[config.mk]
export PLATFORM = sky130hd
export DESIGN_NAME = ooo_core
export DESIGN_NICKNAME = d
export VERILOG_FILES = /design/src/hw/core_pkg.sv /design/src/hw/rob_pkg.sv /design/src/hw/rob_lookup_if.sv /design/src/hw/circ_buf.sv /design/src/hw/issue_alu.sv /design/src/hw/mul_unit.sv /design/src/hw/ooo_core.sv /design/src/hw/rfile.sv /design/src/hw/rob.sv
export SDC_FILE = /design/constraint.sdc
export NUM_CORES = 2
export LEC_CHECK = 0
export BUFFER_PORTS_ARGS = -buffer_cell sky130_fd_sc_hd__buf_4
export CORE_MARGIN = 1
export CORE_UTILIZATION = 25
export DETAILED_ROUTE_END_ITERATION = 7
export REMOVE_ABC_BUFFERS = 1
export SYNTH_ARGS = -nofsm -noshare
export SYNTH_HDL_FRONTEND = slang
export SYNTH_HIERARCHICAL = 1
export SYNTH_SLANG_ARGS = --single-unit
[constraint.sdc]
create_clock -name clock -period 11.79 [get_ports clock]
set_input_delay 2.358 -clock clock [delete_from_list [all_inputs] [get_ports clock]]
set_output_delay 2.358 -clock clock [all_outputs]
set_load 0.01 [all_outputs]
[src/hw/core_pkg.sv]
package core_pkg;

  localparam int num_regs = 16;

  typedef logic [31:0] word_t;

  typedef logic [$clog2(num_regs)-1:0] reg_idx_t;

  // Decoded operations
  typedef enum logic [2:0] {
    op_li  = 3'd0,
    op_add = 3'd1,
    op_sub = 3'd2,
    op_xor = 3'd3,
    op_mul = 3'd4
  } op_e;

  // Already decoded instruction as it enters the core
  typedef struct packed {
    op_e      op;
    reg_idx_t rd;
    reg_idx_t ra;
    reg_idx_t rb;
    word_t    imm;
  } inst_t;

endpackage

[src/hw/rob_pkg.sv]
package rob_pkg;

  localparam int rob_depth   = 8;
  localparam int queue_depth = 4;
  localparam int mul_stages  = 3;

  typedef logic [$clog2(rob_depth)-1:0] rob_tag_t;

  typedef struct packed {
    logic               busy;
    logic               done;
    core_pkg::reg_idx_t rd;
    core_pkg::word_t    value;
  } rob_entry_t;

  // Retire queue payload
  typedef struct packed {
    core_pkg::reg_idx_t rd;
    core_pkg::word_t    value;
  } retire_t;

endpackage

[src/hw/rob_lookup_if.sv]
`timescale 1ns/1ps

interface rob_lookup_if;
  import core_pkg::*;
  import rob_pkg::*;

  // Operand lookup
  rob_tag_t a_tag;
  rob_tag_t b_tag;
  logic     a_done;
  word_t    a_value;
  logic     b_done;
  word_t    b_value;

  // Allocation at the tail
  logic     alloc;
  reg_idx_t alloc_rd;
  rob_tag_t alloc_tag;
  logic     full;

  // ALU writeback and retire notice
  logic     alu_valid;
  rob_tag_t alu_tag;
  word_t    alu_value;
  logic     retire_valid;
  rob_tag_t retire_tag;

  modport issue (
    output a_tag, b_tag, alloc, alloc_rd, alu_valid, alu_tag, alu_value,
    input  a_done, a_value, b_done, b_value, alloc_tag, full, retire_valid, retire_tag
  );

  modport rob (
    input  a_tag, b_tag, alloc, alloc_rd, alu_valid, alu_tag, alu_value,
    output a_done, a_value, b_done, b_value, alloc_tag, full, retire_valid, retire_tag
  );

endinterface

[src/hw/circ_buf.sv]
`timescale 1ns/1ps

module circ_buf #(
  parameter type payload_t = logic [31:0],
  parameter int  depth     = 4
) (
  input  logic     clock,
  input  logic     arst_n,
  input  logic     push_valid,
  output logic     push_ready,
  input  payload_t push_data,
  output logic     pop_valid,
  input  logic     pop_ready,
  output payload_t pop_data
);

  payload_t                   mem [depth];
  logic [$clog2(depth)-1:0]   rd_ptr_q;
  logic [$clog2(depth)-1:0]   wr_ptr_q;
  logic [$clog2(depth):0]     count_q;
  logic                       push;
  logic                       pop;

  assign push_ready = (count_q != depth);
  assign pop_valid  = (count_q != 0);
  assign push       = push_valid && push_ready;
  assign pop        = pop_valid && pop_ready;
  assign pop_data   = mem[rd_ptr_q];

  always_ff @(posedge clock or negedge arst_n) begin
    if (!arst_n) begin
      rd_ptr_q <= '0;
      wr_ptr_q <= '0;
      count_q  <= '0;
    end else begin
      if (push) begin
        wr_ptr_q <= (wr_ptr_q == depth - 1) ? '0 : wr_ptr_q + 1'b1;
      end
      if (pop) begin
        rd_ptr_q <= (rd_ptr_q == depth - 1) ? '0 : rd_ptr_q + 1'b1;
      end
      // Count only moves when one side is idle
      case ({push, pop})
        2'b10:   count_q <= count_q + 1'b1;
        2'b01:   count_q <= count_q - 1'b1;
        default: count_q <= count_q;
      endcase
    end
  end

  always_ff @(posedge clock) begin
    if (push) begin
      mem[wr_ptr_q] <= push_data;
    end
  end

endmodule

[src/hw/issue_alu.sv]
`timescale 1ns/1ps

module issue_alu (
  input  logic               clock,
  input  logic               arst_n,
  input  logic               inst_valid,
  input  core_pkg::inst_t    inst,
  output logic               inst_ready,
  output core_pkg::reg_idx_t rd_addr_a,
  output core_pkg::reg_idx_t rd_addr_b,
  input  core_pkg::word_t    rd_data_a,
  input  core_pkg::word_t    rd_data_b,
  rob_lookup_if.issue        lookup,
  output logic               mul_valid,
  output rob_pkg::rob_tag_t  mul_tag,
  output core_pkg::word_t    mul_a,
  output core_pkg::word_t    mul_b
);
  import core_pkg::*;
  import rob_pkg::*;

  // Register status table
  logic [num_regs-1:0] pend_q;
  rob_tag_t            tag_q [num_regs];

  logic     need_ops;
  logic     a_ok;
  logic     b_ok;
  word_t    a_val;
  word_t    b_val;
  logic     fire;
  word_t    alu_res;
  logic     alu_valid_q;
  rob_tag_t alu_tag_q;
  word_t    alu_value_q;

  assign rd_addr_a = inst.ra;
  assign rd_addr_b = inst.rb;
  assign lookup.a_tag = tag_q[inst.ra];
  assign lookup.b_tag = tag_q[inst.rb];

  // Pending operands come from the ROB once done
  assign a_ok  = !pend_q[inst.ra] || lookup.a_done;
  assign b_ok  = !pend_q[inst.rb] || lookup.b_done;
  assign a_val = pend_q[inst.ra] ? lookup.a_value : rd_data_a;
  assign b_val = pend_q[inst.rb] ? lookup.b_value : rd_data_b;

  assign need_ops   = (inst.op != op_li);
  assign fire       = inst_valid && !lookup.full && (!need_ops || (a_ok && b_ok));
  assign inst_ready = fire;

  assign lookup.alloc    = fire;
  assign lookup.alloc_rd = inst.rd;

  assign mul_valid = fire && (inst.op == op_mul);
  assign mul_tag   = lookup.alloc_tag;
  assign mul_a     = a_val;
  assign mul_b     = b_val;

  always_comb begin
    case (inst.op)
      op_li:   alu_res = inst.imm;
      op_add:  alu_res = a_val + b_val;
      op_sub:  alu_res = a_val - b_val;
      op_xor:  alu_res = a_val ^ b_val;
      default: alu_res = '0;
    endcase
  end

  always_ff @(posedge clock or negedge arst_n) begin
    if (!arst_n) begin
      alu_valid_q <= 1'b0;
      pend_q      <= '0;
    end else begin
      alu_valid_q <= fire && (inst.op != op_mul);
      for (int r = 0; r < num_regs; r++) begin
        if (lookup.retire_valid && pend_q[r] && (tag_q[r] == lookup.retire_tag)) begin
          pend_q[r] <= 1'b0;
        end
      end
      // New producer overrides a retire of the old one
      if (fire) begin
        pend_q[inst.rd] <= 1'b1;
      end
    end
  end

  always_ff @(posedge clock) begin
    if (fire) begin
      tag_q[inst.rd] <= lookup.alloc_tag;
      alu_tag_q      <= lookup.alloc_tag;
      alu_value_q    <= alu_res;
    end
  end

  assign lookup.alu_valid = alu_valid_q;
  assign lookup.alu_tag   = alu_tag_q;
  assign lookup.alu_value = alu_value_q;

endmodule

[src/hw/mul_unit.sv]
`timescale 1ns/1ps

module mul_unit (
  input  logic              clock,
  input  logic              arst_n,
  input  logic              in_valid,
  input  rob_pkg::rob_tag_t in_tag,
  input  core_pkg::word_t   in_a,
  input  core_pkg::word_t   in_b,
  output logic              out_valid,
  output rob_pkg::rob_tag_t out_tag,
  output core_pkg::word_t   out_value
);
  import core_pkg::*;
  import rob_pkg::*;

  logic [mul_stages-1:0] vld_q;
  rob_tag_t              tag_q [mul_stages];

  // Stage 1 partial products on 16-bit halves
  word_t        p_ll_q;
  logic [15:0]  p_lh_q;
  logic [15:0]  p_hl_q;
  // Stage 2 folded cross terms
  word_t        low_q;
  logic [15:0]  cross_q;
  // Stage 3 product
  word_t        prod_q;

  always_ff @(posedge clock or negedge arst_n) begin
    if (!arst_n) begin
      vld_q <= '0;
    end else begin
      vld_q <= {vld_q[mul_stages-2:0], in_valid};
    end
  end

  always_ff @(posedge clock) begin
    tag_q[0] <= in_tag;
    for (int s = 1; s < mul_stages; s++) begin
      tag_q[s] <= tag_q[s-1];
    end
    p_ll_q  <= in_a[15:0] * in_b[15:0];
    p_lh_q  <= 16'(in_a[15:0] * in_b[31:16]);
    p_hl_q  <= 16'(in_a[31:16] * in_b[15:0]);
    low_q   <= p_ll_q;
    cross_q <= p_lh_q + p_hl_q;
    prod_q  <= low_q + {cross_q, 16'h0000};
  end

  assign out_valid = vld_q[mul_stages-1];
  assign out_tag   = tag_q[mul_stages-1];
  assign out_value = prod_q;

endmodule

[src/hw/ooo_core.sv]
`timescale 1ns/1ps

module ooo_core (
  input  logic               clock,
  input  logic               arst_n,
  input  logic               in_valid,
  output logic               in_ready,
  input  core_pkg::op_e      in_op,
  input  core_pkg::reg_idx_t in_rd,
  input  core_pkg::reg_idx_t in_ra,
  input  core_pkg::reg_idx_t in_rb,
  input  core_pkg::word_t    in_imm,
  output logic               ret_valid,
  input  logic               ret_ready,
  output core_pkg::reg_idx_t ret_rd,
  output core_pkg::word_t    ret_value
);
  import core_pkg::*;
  import rob_pkg::*;

  inst_t    in_inst;
  logic     iq_valid;
  logic     iq_ready;
  inst_t    iq_inst;
  reg_idx_t rf_addr_a;
  reg_idx_t rf_addr_b;
  word_t    rf_data_a;
  word_t    rf_data_b;
  logic     rf_wr_en;
  reg_idx_t rf_wr_addr;
  word_t    rf_wr_data;
  logic     mul_in_valid;
  rob_tag_t mul_in_tag;
  word_t    mul_a;
  word_t    mul_b;
  logic     mul_out_valid;
  rob_tag_t mul_out_tag;
  word_t    mul_out_value;
  logic     rq_push_valid;
  logic     rq_push_ready;
  retire_t  rq_push_data;
  retire_t  rq_pop_data;

  rob_lookup_if lookup ();

  assign in_inst = '{op: in_op, rd: in_rd, ra: in_ra, rb: in_rb, imm: in_imm};

  circ_buf #(
    .payload_t (inst_t),
    .depth     (queue_depth)
  ) i_inst_queue (
    .clock      (clock),
    .arst_n     (arst_n),
    .push_valid (in_valid),
    .push_ready (in_ready),
    .push_data  (in_inst),
    .pop_valid  (iq_valid),
    .pop_ready  (iq_ready),
    .pop_data   (iq_inst)
  );

  issue_alu i_issue_alu (
    .clock      (clock),
    .arst_n     (arst_n),
    .inst_valid (iq_valid),
    .inst       (iq_inst),
    .inst_ready (iq_ready),
    .rd_addr_a  (rf_addr_a),
    .rd_addr_b  (rf_addr_b),
    .rd_data_a  (rf_data_a),
    .rd_data_b  (rf_data_b),
    .lookup     (lookup.issue),
    .mul_valid  (mul_in_valid),
    .mul_tag    (mul_in_tag),
    .mul_a      (mul_a),
    .mul_b      (mul_b)
  );

  mul_unit i_mul_unit (
    .clock     (clock),
    .arst_n    (arst_n),
    .in_valid  (mul_in_valid),
    .in_tag    (mul_in_tag),
    .in_a      (mul_a),
    .in_b      (mul_b),
    .out_valid (mul_out_valid),
    .out_tag   (mul_out_tag),
    .out_value (mul_out_value)
  );

  rob i_rob (
    .clock     (clock),
    .arst_n    (arst_n),
    .lookup    (lookup.rob),
    .mul_valid (mul_out_valid),
    .mul_tag   (mul_out_tag),
    .mul_value (mul_out_value),
    .ret_valid (rq_push_valid),
    .ret_data  (rq_push_data),
    .ret_ready (rq_push_ready),
    .wr_en     (rf_wr_en),
    .wr_addr   (rf_wr_addr),
    .wr_data   (rf_wr_data)
  );

  rfile i_rfile (
    .clock     (clock),
    .arst_n    (arst_n),
    .rd_addr_a (rf_addr_a),
    .rd_addr_b (rf_addr_b),
    .rd_data_a (rf_data_a),
    .rd_data_b (rf_data_b),
    .wr_en     (rf_wr_en),
    .wr_addr   (rf_wr_addr),
    .wr_data   (rf_wr_data)
  );

  circ_buf #(
    .payload_t (retire_t),
    .depth     (queue_depth)
  ) i_retire_queue (
    .clock      (clock),
    .arst_n     (arst_n),
    .push_valid (rq_push_valid),
    .push_ready (rq_push_ready),
    .push_data  (rq_push_data),
    .pop_valid  (ret_valid),
    .pop_ready  (ret_ready),
    .pop_data   (rq_pop_data)
  );

  assign ret_rd    = rq_pop_data.rd;
  assign ret_value = rq_pop_data.value;

endmodule

[src/hw/rfile.sv]
`timescale 1ns/1ps

module rfile (
  input  logic               clock,
  input  logic               arst_n,
  input  core_pkg::reg_idx_t rd_addr_a,
  input  core_pkg::reg_idx_t rd_addr_b,
  output core_pkg::word_t    rd_data_a,
  output core_pkg::word_t    rd_data_b,
  input  logic               wr_en,
  input  core_pkg::reg_idx_t wr_addr,
  input  core_pkg::word_t    wr_data
);
  import core_pkg::*;

  word_t regs_q [num_regs];

  always_ff @(posedge clock or negedge arst_n) begin
    if (!arst_n) begin
      for (int i = 0; i < num_regs; i++) begin
        regs_q[i] <= '0;
      end
    end else if (wr_en) begin
      regs_q[wr_addr] <= wr_data;
    end
  end

  // Write-first bypass
  assign rd_data_a = (wr_en && (wr_addr == rd_addr_a)) ? wr_data : regs_q[rd_addr_a];
  assign rd_data_b = (wr_en && (wr_addr == rd_addr_b)) ? wr_data : regs_q[rd_addr_b];

endmodule

[src/hw/rob.sv]
`timescale 1ns/1ps

module rob (
  input  logic               clock,
  input  logic               arst_n,
  rob_lookup_if.rob          lookup,
  input  logic               mul_valid,
  input  rob_pkg::rob_tag_t  mul_tag,
  input  core_pkg::word_t    mul_value,
  output logic               ret_valid,
  output rob_pkg::retire_t   ret_data,
  input  logic               ret_ready,
  output logic               wr_en,
  output core_pkg::reg_idx_t wr_addr,
  output core_pkg::word_t    wr_data
);
  import rob_pkg::*;

  rob_entry_t rob_q [rob_depth];
  rob_tag_t   head_q;
  rob_tag_t   tail_q;
  logic       retire;

  // Entries are freed in order, so a busy tail means the ring is full
  assign lookup.alloc_tag = tail_q;
  assign lookup.full      = rob_q[tail_q].busy;

  assign lookup.a_done  = rob_q[lookup.a_tag].done;
  assign lookup.a_value = rob_q[lookup.a_tag].value;
  assign lookup.b_done  = rob_q[lookup.b_tag].done;
  assign lookup.b_value = rob_q[lookup.b_tag].value;

  // In-order retire from the head
  assign ret_valid = rob_q[head_q].busy && rob_q[head_q].done;
  assign retire    = ret_valid && ret_ready;
  assign ret_data  = '{rd: rob_q[head_q].rd, value: rob_q[head_q].value};

  assign wr_en   = retire;
  assign wr_addr = rob_q[head_q].rd;
  assign wr_data = rob_q[head_q].value;

  assign lookup.retire_valid = retire;
  assign lookup.retire_tag   = head_q;

  always_ff @(posedge clock or negedge arst_n) begin
    if (!arst_n) begin
      head_q <= '0;
      tail_q <= '0;
      for (int i = 0; i < rob_depth; i++) begin
        rob_q[i] <= '0;
      end
    end else begin
      if (lookup.alloc) begin
        rob_q[tail_q].busy <= 1'b1;
        rob_q[tail_q].done <= 1'b0;
        rob_q[tail_q].rd   <= lookup.alloc_rd;
        tail_q             <= tail_q + 1'b1;
      end
      // Both units may complete in the same cycle
      if (lookup.alu_valid) begin
        rob_q[lookup.alu_tag].done  <= 1'b1;
        rob_q[lookup.alu_tag].value <= lookup.alu_value;
      end
      if (mul_valid) begin
        rob_q[mul_tag].done  <= 1'b1;
        rob_q[mul_tag].value <= mul_value;
      end
      if (retire) begin
        rob_q[head_q].busy <= 1'b0;
        rob_q[head_q].done <= 1'b0;
        head_q             <= head_q + 1'b1;
      end
    end
  end

endmodule

* Yosys cells after proc, flatten, opt, wreduce, memory -nomap -nowiden
Memory sizes are Yosys's and may differ from the RTL's.
Index checks and enable logic that the tools add are counted.
** Storage, ports and cells
- Register bits after elaboration :: 1035
- Bits in latches :: 0
- Bits in writable memories :: 389
- ROM bits :: 0
- Input port bits :: 51
- Output and inout port bits :: 38
- Word-level logic and storage cells :: 305
- Memories :: 4
** Memories
- i_inst_queue.mem :: depth 4, width 47, rd ports 1, clocked after Yosys merged registers in 0, write ports 1, line circ_buf.sv:17 : payload_t mem [depth];
- i_retire_queue.mem :: depth 4, width 36, rd ports 1, clocked after Yosys merged registers in 0, write ports 1, line circ_buf.sv:17
- i_issue_alu.tag_q :: depth 16, width 3, rd ports 18, clocked after Yosys merged registers in 0, write ports 1, line issue_alu.sv:24 : rob_tag_t tag_q [num_regs];
- i_mul_unit.tag_q :: depth 3, width 3, rd ports 3, clocked after Yosys merged registers in 0, write ports 3, line mul_unit.sv:18 : rob_tag_t tag_q [mul_stages];
** Cells by class
- Add/subtract/negate cells :: 14
- Multipliers :: 3
- Divide/modulo/power cells :: 0
- Order comparisons :: 18
- Eq/ne operators :: 33
- Shifts and indexed selects :: 0
- Mux-type cells :: 92
- Bitwise gates (word level) :: 11
- Reduce and logical (&&, ||, !) cells :: 63
** Operator list (count)
- bitwise mux 304 bit :: 9
- two-way mux 304 bit :: 4
- demux 38 bit (select 3 bit) :: 9
- bitwise mux 512 bit :: 1
- binary-select mux 38 bit (select 3 bit) :: 4
- two-way mux 32 bit :: 11
- two-way mux 37 bit :: 8
- binary-select mux 32 bit (select 4 bit) :: 2
- two-way mux 38 bit :: 6
- demux 32 bit (select 4 bit) :: 1
- one-hot mux 32 bit (4 select lines) :: 1
- adder 32 bit :: 2
- logical AND 1 bit :: 50
- equality test 3 bit :: 16
- two-way mux 36 bit :: 1
- multiplier 16 x 16 -> 16 bit :: 2
- multiplier 16 x 16 -> 32 bit :: 1
- subtractor 32 bit :: 1
- XOR 32 bit :: 1
- two-way mux 1 bit :: 25
- greater-or-equal comparator 4 bit (second input constant) :: 6
- NOT 3 -> 4 bit :: 6
- adder 16 bit :: 1
- less-than comparator 4 x 1 -> 1 bit (second input constant) :: 4
- other kinds (26) :: 62

* Depth between registers and ports, before layout
An unclocked memory read counts as a cell.
- Depth after elaboration :: 20
- Depth in mapped cells :: 35

* Modules after synthesis
Netlist, hierarchy kept.
** Modules (own cells, without submodules)
- rfile :: instances 1, cells an instance 1753, area each 27283.7 um^2, seq. area each 12812.3 um^2
- mul_unit :: instances 1, cells an instance 2318, area each 20923.8 um^2, seq. area each 3138.0 um^2
- rob :: instances 1, cells an instance 1782, area each 20837.5 um^2, seq. area each 7757.4 um^2
- issue_alu :: instances 1, cells an instance 914, area each 9176.3 um^2, seq. area each 2917.8 um^2
- circ_buf (i_inst_queue) :: instances 1, cells an instance 286, area each 7231.9 um^2, seq. area each 5820.6 um^2
- circ_buf (i_retire_queue) :: instances 1, cells an instance 228, area each 5639.2 um^2, seq. area each 4499.3 um^2

* Worst setup path before layout
Ideal clock, no wire load.
- Kind :: reg-to-reg
- From :: reg i_inst_queue.rd_ptr_q[0]
- To :: reg i_mul_unit.p_ll_q[31]
- Library setup time :: 136 ps
- Arrival :: 9796 ps
- Data required time :: 11654 ps
- Setup slack :: 1857 ps
- Cell stages (with the launch flop) :: 35
- Period minus slack after synthesis :: 9933 ps
- Cell sequence :: dfrtp_1 buf_2 buf_4 mux4_2 buf_2 clkbuf_1 mux4_2 mux4_2 buf_6 buf_6 buf_2 mux4_2 mux2_2 mux2i_1 inv_1 clkbuf_1 clkbuf_1 and2_1 fa_1 inv_1 fa_1 fa_1 inv_1 fa_1 fa_1 inv_1 fa_1 inv_1 ha_1 or3_1 o311ai_1 o221ai_2 a311o_1 a2111oi_0 a211oi_1
** RTL lines
- start: declaration :: line circ_buf.sv:18 : logic [$clog2(depth)-1:0] rd_ptr_q;
- start signal: assignment :: line circ_buf.sv:40 : rd_ptr_q <= (rd_ptr_q == depth - 1) ? '0 : rd_ptr_q + 1'b1;
- end signal: assignment :: line mul_unit.sv:43 : p_ll_q <= in_a[15:0] * in_b[15:0];
- end: declaration :: line mul_unit.sv:21 : word_t p_ll_q;

* Final worst setup path
- From :: reg i_rob.head_q[0], in the netlist i_rob/lookup.retire_tag[0]
- To :: reg i_mul_unit.p_ll_q[31]
** Between the ends
- Longest elaborated chain between the ends :: 10
** RTL lines
- start: declaration :: line rob.sv:20 : rob_tag_t head_q;
- start signal: assignment :: line rob.sv:71 : head_q <= head_q + 1'b1;
- NOT 3 -> 4 bit (implied by the code) :: line rob.sv:34 : assign ret_valid = rob_q[head_q].busy && rob_q[head_q].done;
- binary-select mux 38 bit (select 3 bit) :: line rob.sv:34
- two-way mux 38 bit (implied by the code) (2 in a row) :: line rob.sv:34
- logical AND 1 bit :: line rob.sv:34
- net rq_push_valid :: line ooo_core.sv:39 : logic rq_push_valid;
- logical AND 1 bit :: line rob.sv:35 : assign retire = ret_valid && ret_ready;
- net lookup.retire_valid :: line rob_lookup_if.sv:25 : logic retire_valid;
- logical AND 1 bit :: line rfile.sv:30 : assign rd_data_b = (wr_en && (wr_addr == rd_addr_b)) ? wr_data : regs_q[rd_addr_b];
- two-way mux 32 bit :: line rfile.sv:30
- net rf_data_b[14] :: line ooo_core.sv:28 : word_t rf_data_b;
- two-way mux 32 bit :: line issue_alu.sv:46 : assign b_val = pend_q[inst.rb] ? lookup.b_value : rd_data_b;
- net mul_b[14] :: line ooo_core.sv:35 : word_t mul_b;
- multiplier 16 x 16 -> 32 bit :: line mul_unit.sv:43
The timed path passes the listed nets, and every way through them passes these cells. The select of a mux whose other input is x is not followed.
A chain may end at the register's enable or synchronous reset.

==> metrics.md <==
| Metric | Value |
|---|---|
| Starting Density | `25.13%` |
| Syn Inst Count | `7,281` |
| Post-synthesis cell area | `91,090 sq um` |
| Status | `complete, no violations` |
| DRT Pass-1 Iters | `6` |
| Async SR Flop Fraction | `60.11%` |
| Critical Path RT | `12.47 ns` |
| Hold path cells | `0` |
| Mux contribution to synthesized area | `27.27%` |
| Setup CP Type | `reg -> reg` |
| Worst endpoint data arrival time | `11.47 ns` |
| Yosys cell types | `87` |
| Die ar. | `366,800 sq um` |
| Global route hottest layer | `met2` |
| Setup TNS | `0 ns` |
| Simple-gate area share of the yosys netlist | `7.000%` |
| Register area share after synthesis | `40.56%` |
| # clock sinks | `1,424` |
| DR DRC count | `0` |
| Hold WC Path Type | `reg -> reg` |
| RSZ-0062 raised after global routing | `false` |
| Fin Clk Skew | `0.08051 ns` |
| Setup slack, reg-to-reg | `0.99 ns` |
| Layout cells sized above 1 | `26.33%` |
| Startpoint types | `flip-flop` |
| Routed Antenna Nets | `0` |
| Hold Path Origin | `i_mul_unit/tag_q[0][0]` |
| XOR/XNOR share of the synthesized area | `2.606%` |
| Reg2reg start | `i_rob/lookup.retire_tag[0]` |
| Met2 GRT Util | `24.63%` |
| GRT Util Overall | `15.00%` |
| Postcts setup bufs | `0` |
| Minimum clock period | `10.80 ns` |
| WHS | `0.3239 ns` |
| Initial antenna violation count | `32` |
| Post-Synth Adder-Cell Area | `11.71%` |
| Hpwl dp | `186,900 microns` |
| Post-route clock period utilization | `91.57%` |
| Slew HR | `24.44%` |
| Hold endpoint | `i_mul_unit/tag_q[0][3]` |
| DRT iter0 DRCs | `5,602` |
| Syn Area/Cell | `12.51 sq um` |
| Met1 Usage GRT | `19.65%` |
| Final Slew Violations | `0` |
| Htree depth | `4` |
| Clk slew on worst S/H paths | `0.06 ns` |
| Die Y | `605.6 microns` |
| CTS root buf | `clkbuf_16` |
| Worst R2R End | `i_mul_unit/p_ll_q[31]` |
| Area Growth Syn to Fin | `11.56%` |
| I/O Buffers | `88` |
| Vias | `59,949` |
| CP Launch Point | `i_rob/lookup.retire_tag[0]` |
| Overflow after GRT | `0` |
| PostCTS Resize Cnt | `0` |
| Final Hold Fails | `0` |
| Die span in x | `605.6 microns` |
| Wirelength, routed | `276,500 microns` |
| CTS max path bufs | `3` |
| Synth warn | `6` |
| Largest family of logic cells by synthesized area | `multiplexers` |
| Crit-path max FO | `36` |
| IO Pins | `89` |
| TritonCTS Buffers | `161` |
| Number of global-route vias before repair | `62,925` |
| Largest net degree at the start of global routing | `149` |
| Drt wl/cell | `23.04 microns` |
| Post-synth EDFFs | `415` |
| Post-synthesis register bit count | `1,424` |
| Fin nets | `7,750` |
| Clock Latency Late Sink | `0.85 ns` |
| RD Place Congestion | `0.8878` |
| Length in cells of the worst reg-to-reg path | `26` |
| Worst-Margin Slew | `1.131 ns` |
| MaxCap Viol Count | `0` |
| Met3 GRT Util | `2.826%` |
| Vias per std cell | `4.996` |
| Post-CTS Hold Fix Bufs | `0` |
| Max Freq | `92.63 MHz` |
| First-pass GRT wire length | `416,500 microns` |
| Setup violations, final | `0` |
| Post-synthesis compound-gate area fraction | `5.354%` |
| Worst setup EP type | `flip-flop` |
| Post-synth top flop | `dfrtp_1` |
| # rows | `221` |
| Core area | `362,500 sq um` |
| CTS tree | `yes` |
-- cell usage after synthesis, types with 22 or more instances --
master / instances / share of area [%]
nand2_1: 603 / 2.5
buf_2: 122 / 0.67
nor2_1: 259 / 1.1
or3_1: 22 / 0.15
mux4_2: 587 / 15
mux2i_1: 309 / 3.4
buf_6: 23 / 0.28
xor2_1: 55 / 0.53
dfxtp_1: 153 / 3.4
inv_1: 558 / 2.3
a21o_1: 51 / 0.42
a21oi_1: 223 / 1.2
edfxtp_1: 415 / 14
nand4_1: 26 / 0.18
mux2_2: 744 / 9.2
a31oi_1: 24 / 0.16
xnor2_1: 216 / 2.1
nor2b_1: 23 / 0.16
a22oi_1: 141 / 1.2
clkbuf_1: 332 / 1.4
fa_1: 359 / 7.9
o21ai_1: 119 / 0.65
dfrtp_1: 856 / 24
ha_1: 278 / 3.8
o21ai_0: 89 / 0.49
buf_1: 42 / 0.17
nor3_1: 48 / 0.26
buf_4: 84 / 0.69
and2_1: 227 / 1.6
nand2b_1: 23 / 0.16
-- layer usage --
layer  share of wire [%]  vias to the layer above  wire length, microns
met2                  47                     2438                131100
met5               0.068                        -                   188
li1                    -                    25520                     -
met4                 3.6                       30                  9876
met1                  41                    31389                114500
met3                 7.6                      572                 20900
-- final cells by class --
type / count / area [sq um]
Fill cell: 36635 / 260900
Multi-Input combinational cell: 4693 / 49340
Sequential cell: 1424 / 36960
Tap cell: 4794 / 5998
Clock buffer: 228 / 4644
Inverter: 558 / 2096
Timing Repair Buffer: 224 / 1752
Clock inverter: 73 / 814.5
Antenna cell: 5 / 12.51
-- worst max-delay path by stage --
stage	to	slack, ns	depth (start not counted)
CTS	i_mul_unit/p_ll_q[31]	1.01	25
floorplan	i_mul_unit/p_ll_q[31]	-5.11	25
detailed placement	i_mul_unit/p_ll_q[31]	1.04	25
global placement	i_mul_unit/p_ll_q[31]	1.06	25
global route	i_mul_unit/p_ll_q[31]	0.52	25
finish	i_mul_unit/p_ll_q[31]	0.99	26
-- per-stage QoR --
| stage | instance area (sq um) | setup slack (ns) | instances | util (%) |
|---|---|---|---|---|
| 2_1_floorplan | 88170 | -5.107 | 6675 | - |
| 3_3_place_gp | 96150 | 1.061 | 11693 | 26.52 |
| 4_1_cts | 101600 | 1.007 | 11994 | 28.03 |
| 5_1_grt | 101600 | 0.5201 | 11995 | 28.03 |
| 3_5_place_dp | 96150 | 1.035 | 11693 | 26.52 |
| 6_report | 101600 | 0.9942 | 11999 | 28.03 |
-- registers in the layout, indices dropped and copies added, names as in the netlist, 32 cells and up --
signal,cells
i_retire_queue/mem,144
i_mul_unit/p_ll_q,32
i_inst_queue/mem,188
i_mul_unit/out_value,32
i_issue_alu/lookup.alu_value,32
i_rob/rob_q,304
i_issue_alu/tag_q,48
i_mul_unit/low_q,32
i_rfile/regs_q,512
-- cells by family (layout without fill, tap and decap cells) --
kind of cell | after synthesis | after routing
mux | 1652 | 1652
flops | 1424 | 1424
simple gates | 1354 | 1354
buf+inv | 1164 | 1083
compound gates | 779 | 779
fa+ha+maj | 637 | 637
xor+xnor | 271 | 271
other cells | 0 | 5
-- layout by cell type, fill, tap and decap left out, types with 218 or more instances in the layout --
cell,netlist,layout
a21oi_1,223,223
nor2_1,259,247
mux4_2,587,579
and2_1,227,227
dfrtp_1,856,849
mux2i_1,309,308
nand2_1,603,602
inv_1,558,557
ha_1,278,278
mux2_2,744,744
fa_1,359,359
edfxtp_1,415,415
buf_4,84,218
-- worst max-delay path: stages (launching register included) --
cell and delay, ns:
dfrtp_4 0.88, mux4_2 0.66, mux2i_1 0.55, and2_1 0.52, nand2_1 0.17, nor4_4 0.15
buf_4 0.29, buf_4 0.34, mux2_2 0.41, mux2i_1 0.50, inv_1 0.46, and2_1 0.29
fa_1 0.52, fa_1 0.43, fa_1 0.54, fa_1 0.49, fa_1 0.52, inv_1 0.05
fa_1 0.48, inv_1 0.05, ha_1 0.20, or3_1 0.43, o311ai_1 0.41, o221ai_2 0.25
a311o_1 0.49, a2111oi_0 0.40, a211oi_1 0.09
Power is left out: the tool's default activity adds up to more than one toggle a clock period on the data nets, which glitch-free logic cannot reach.
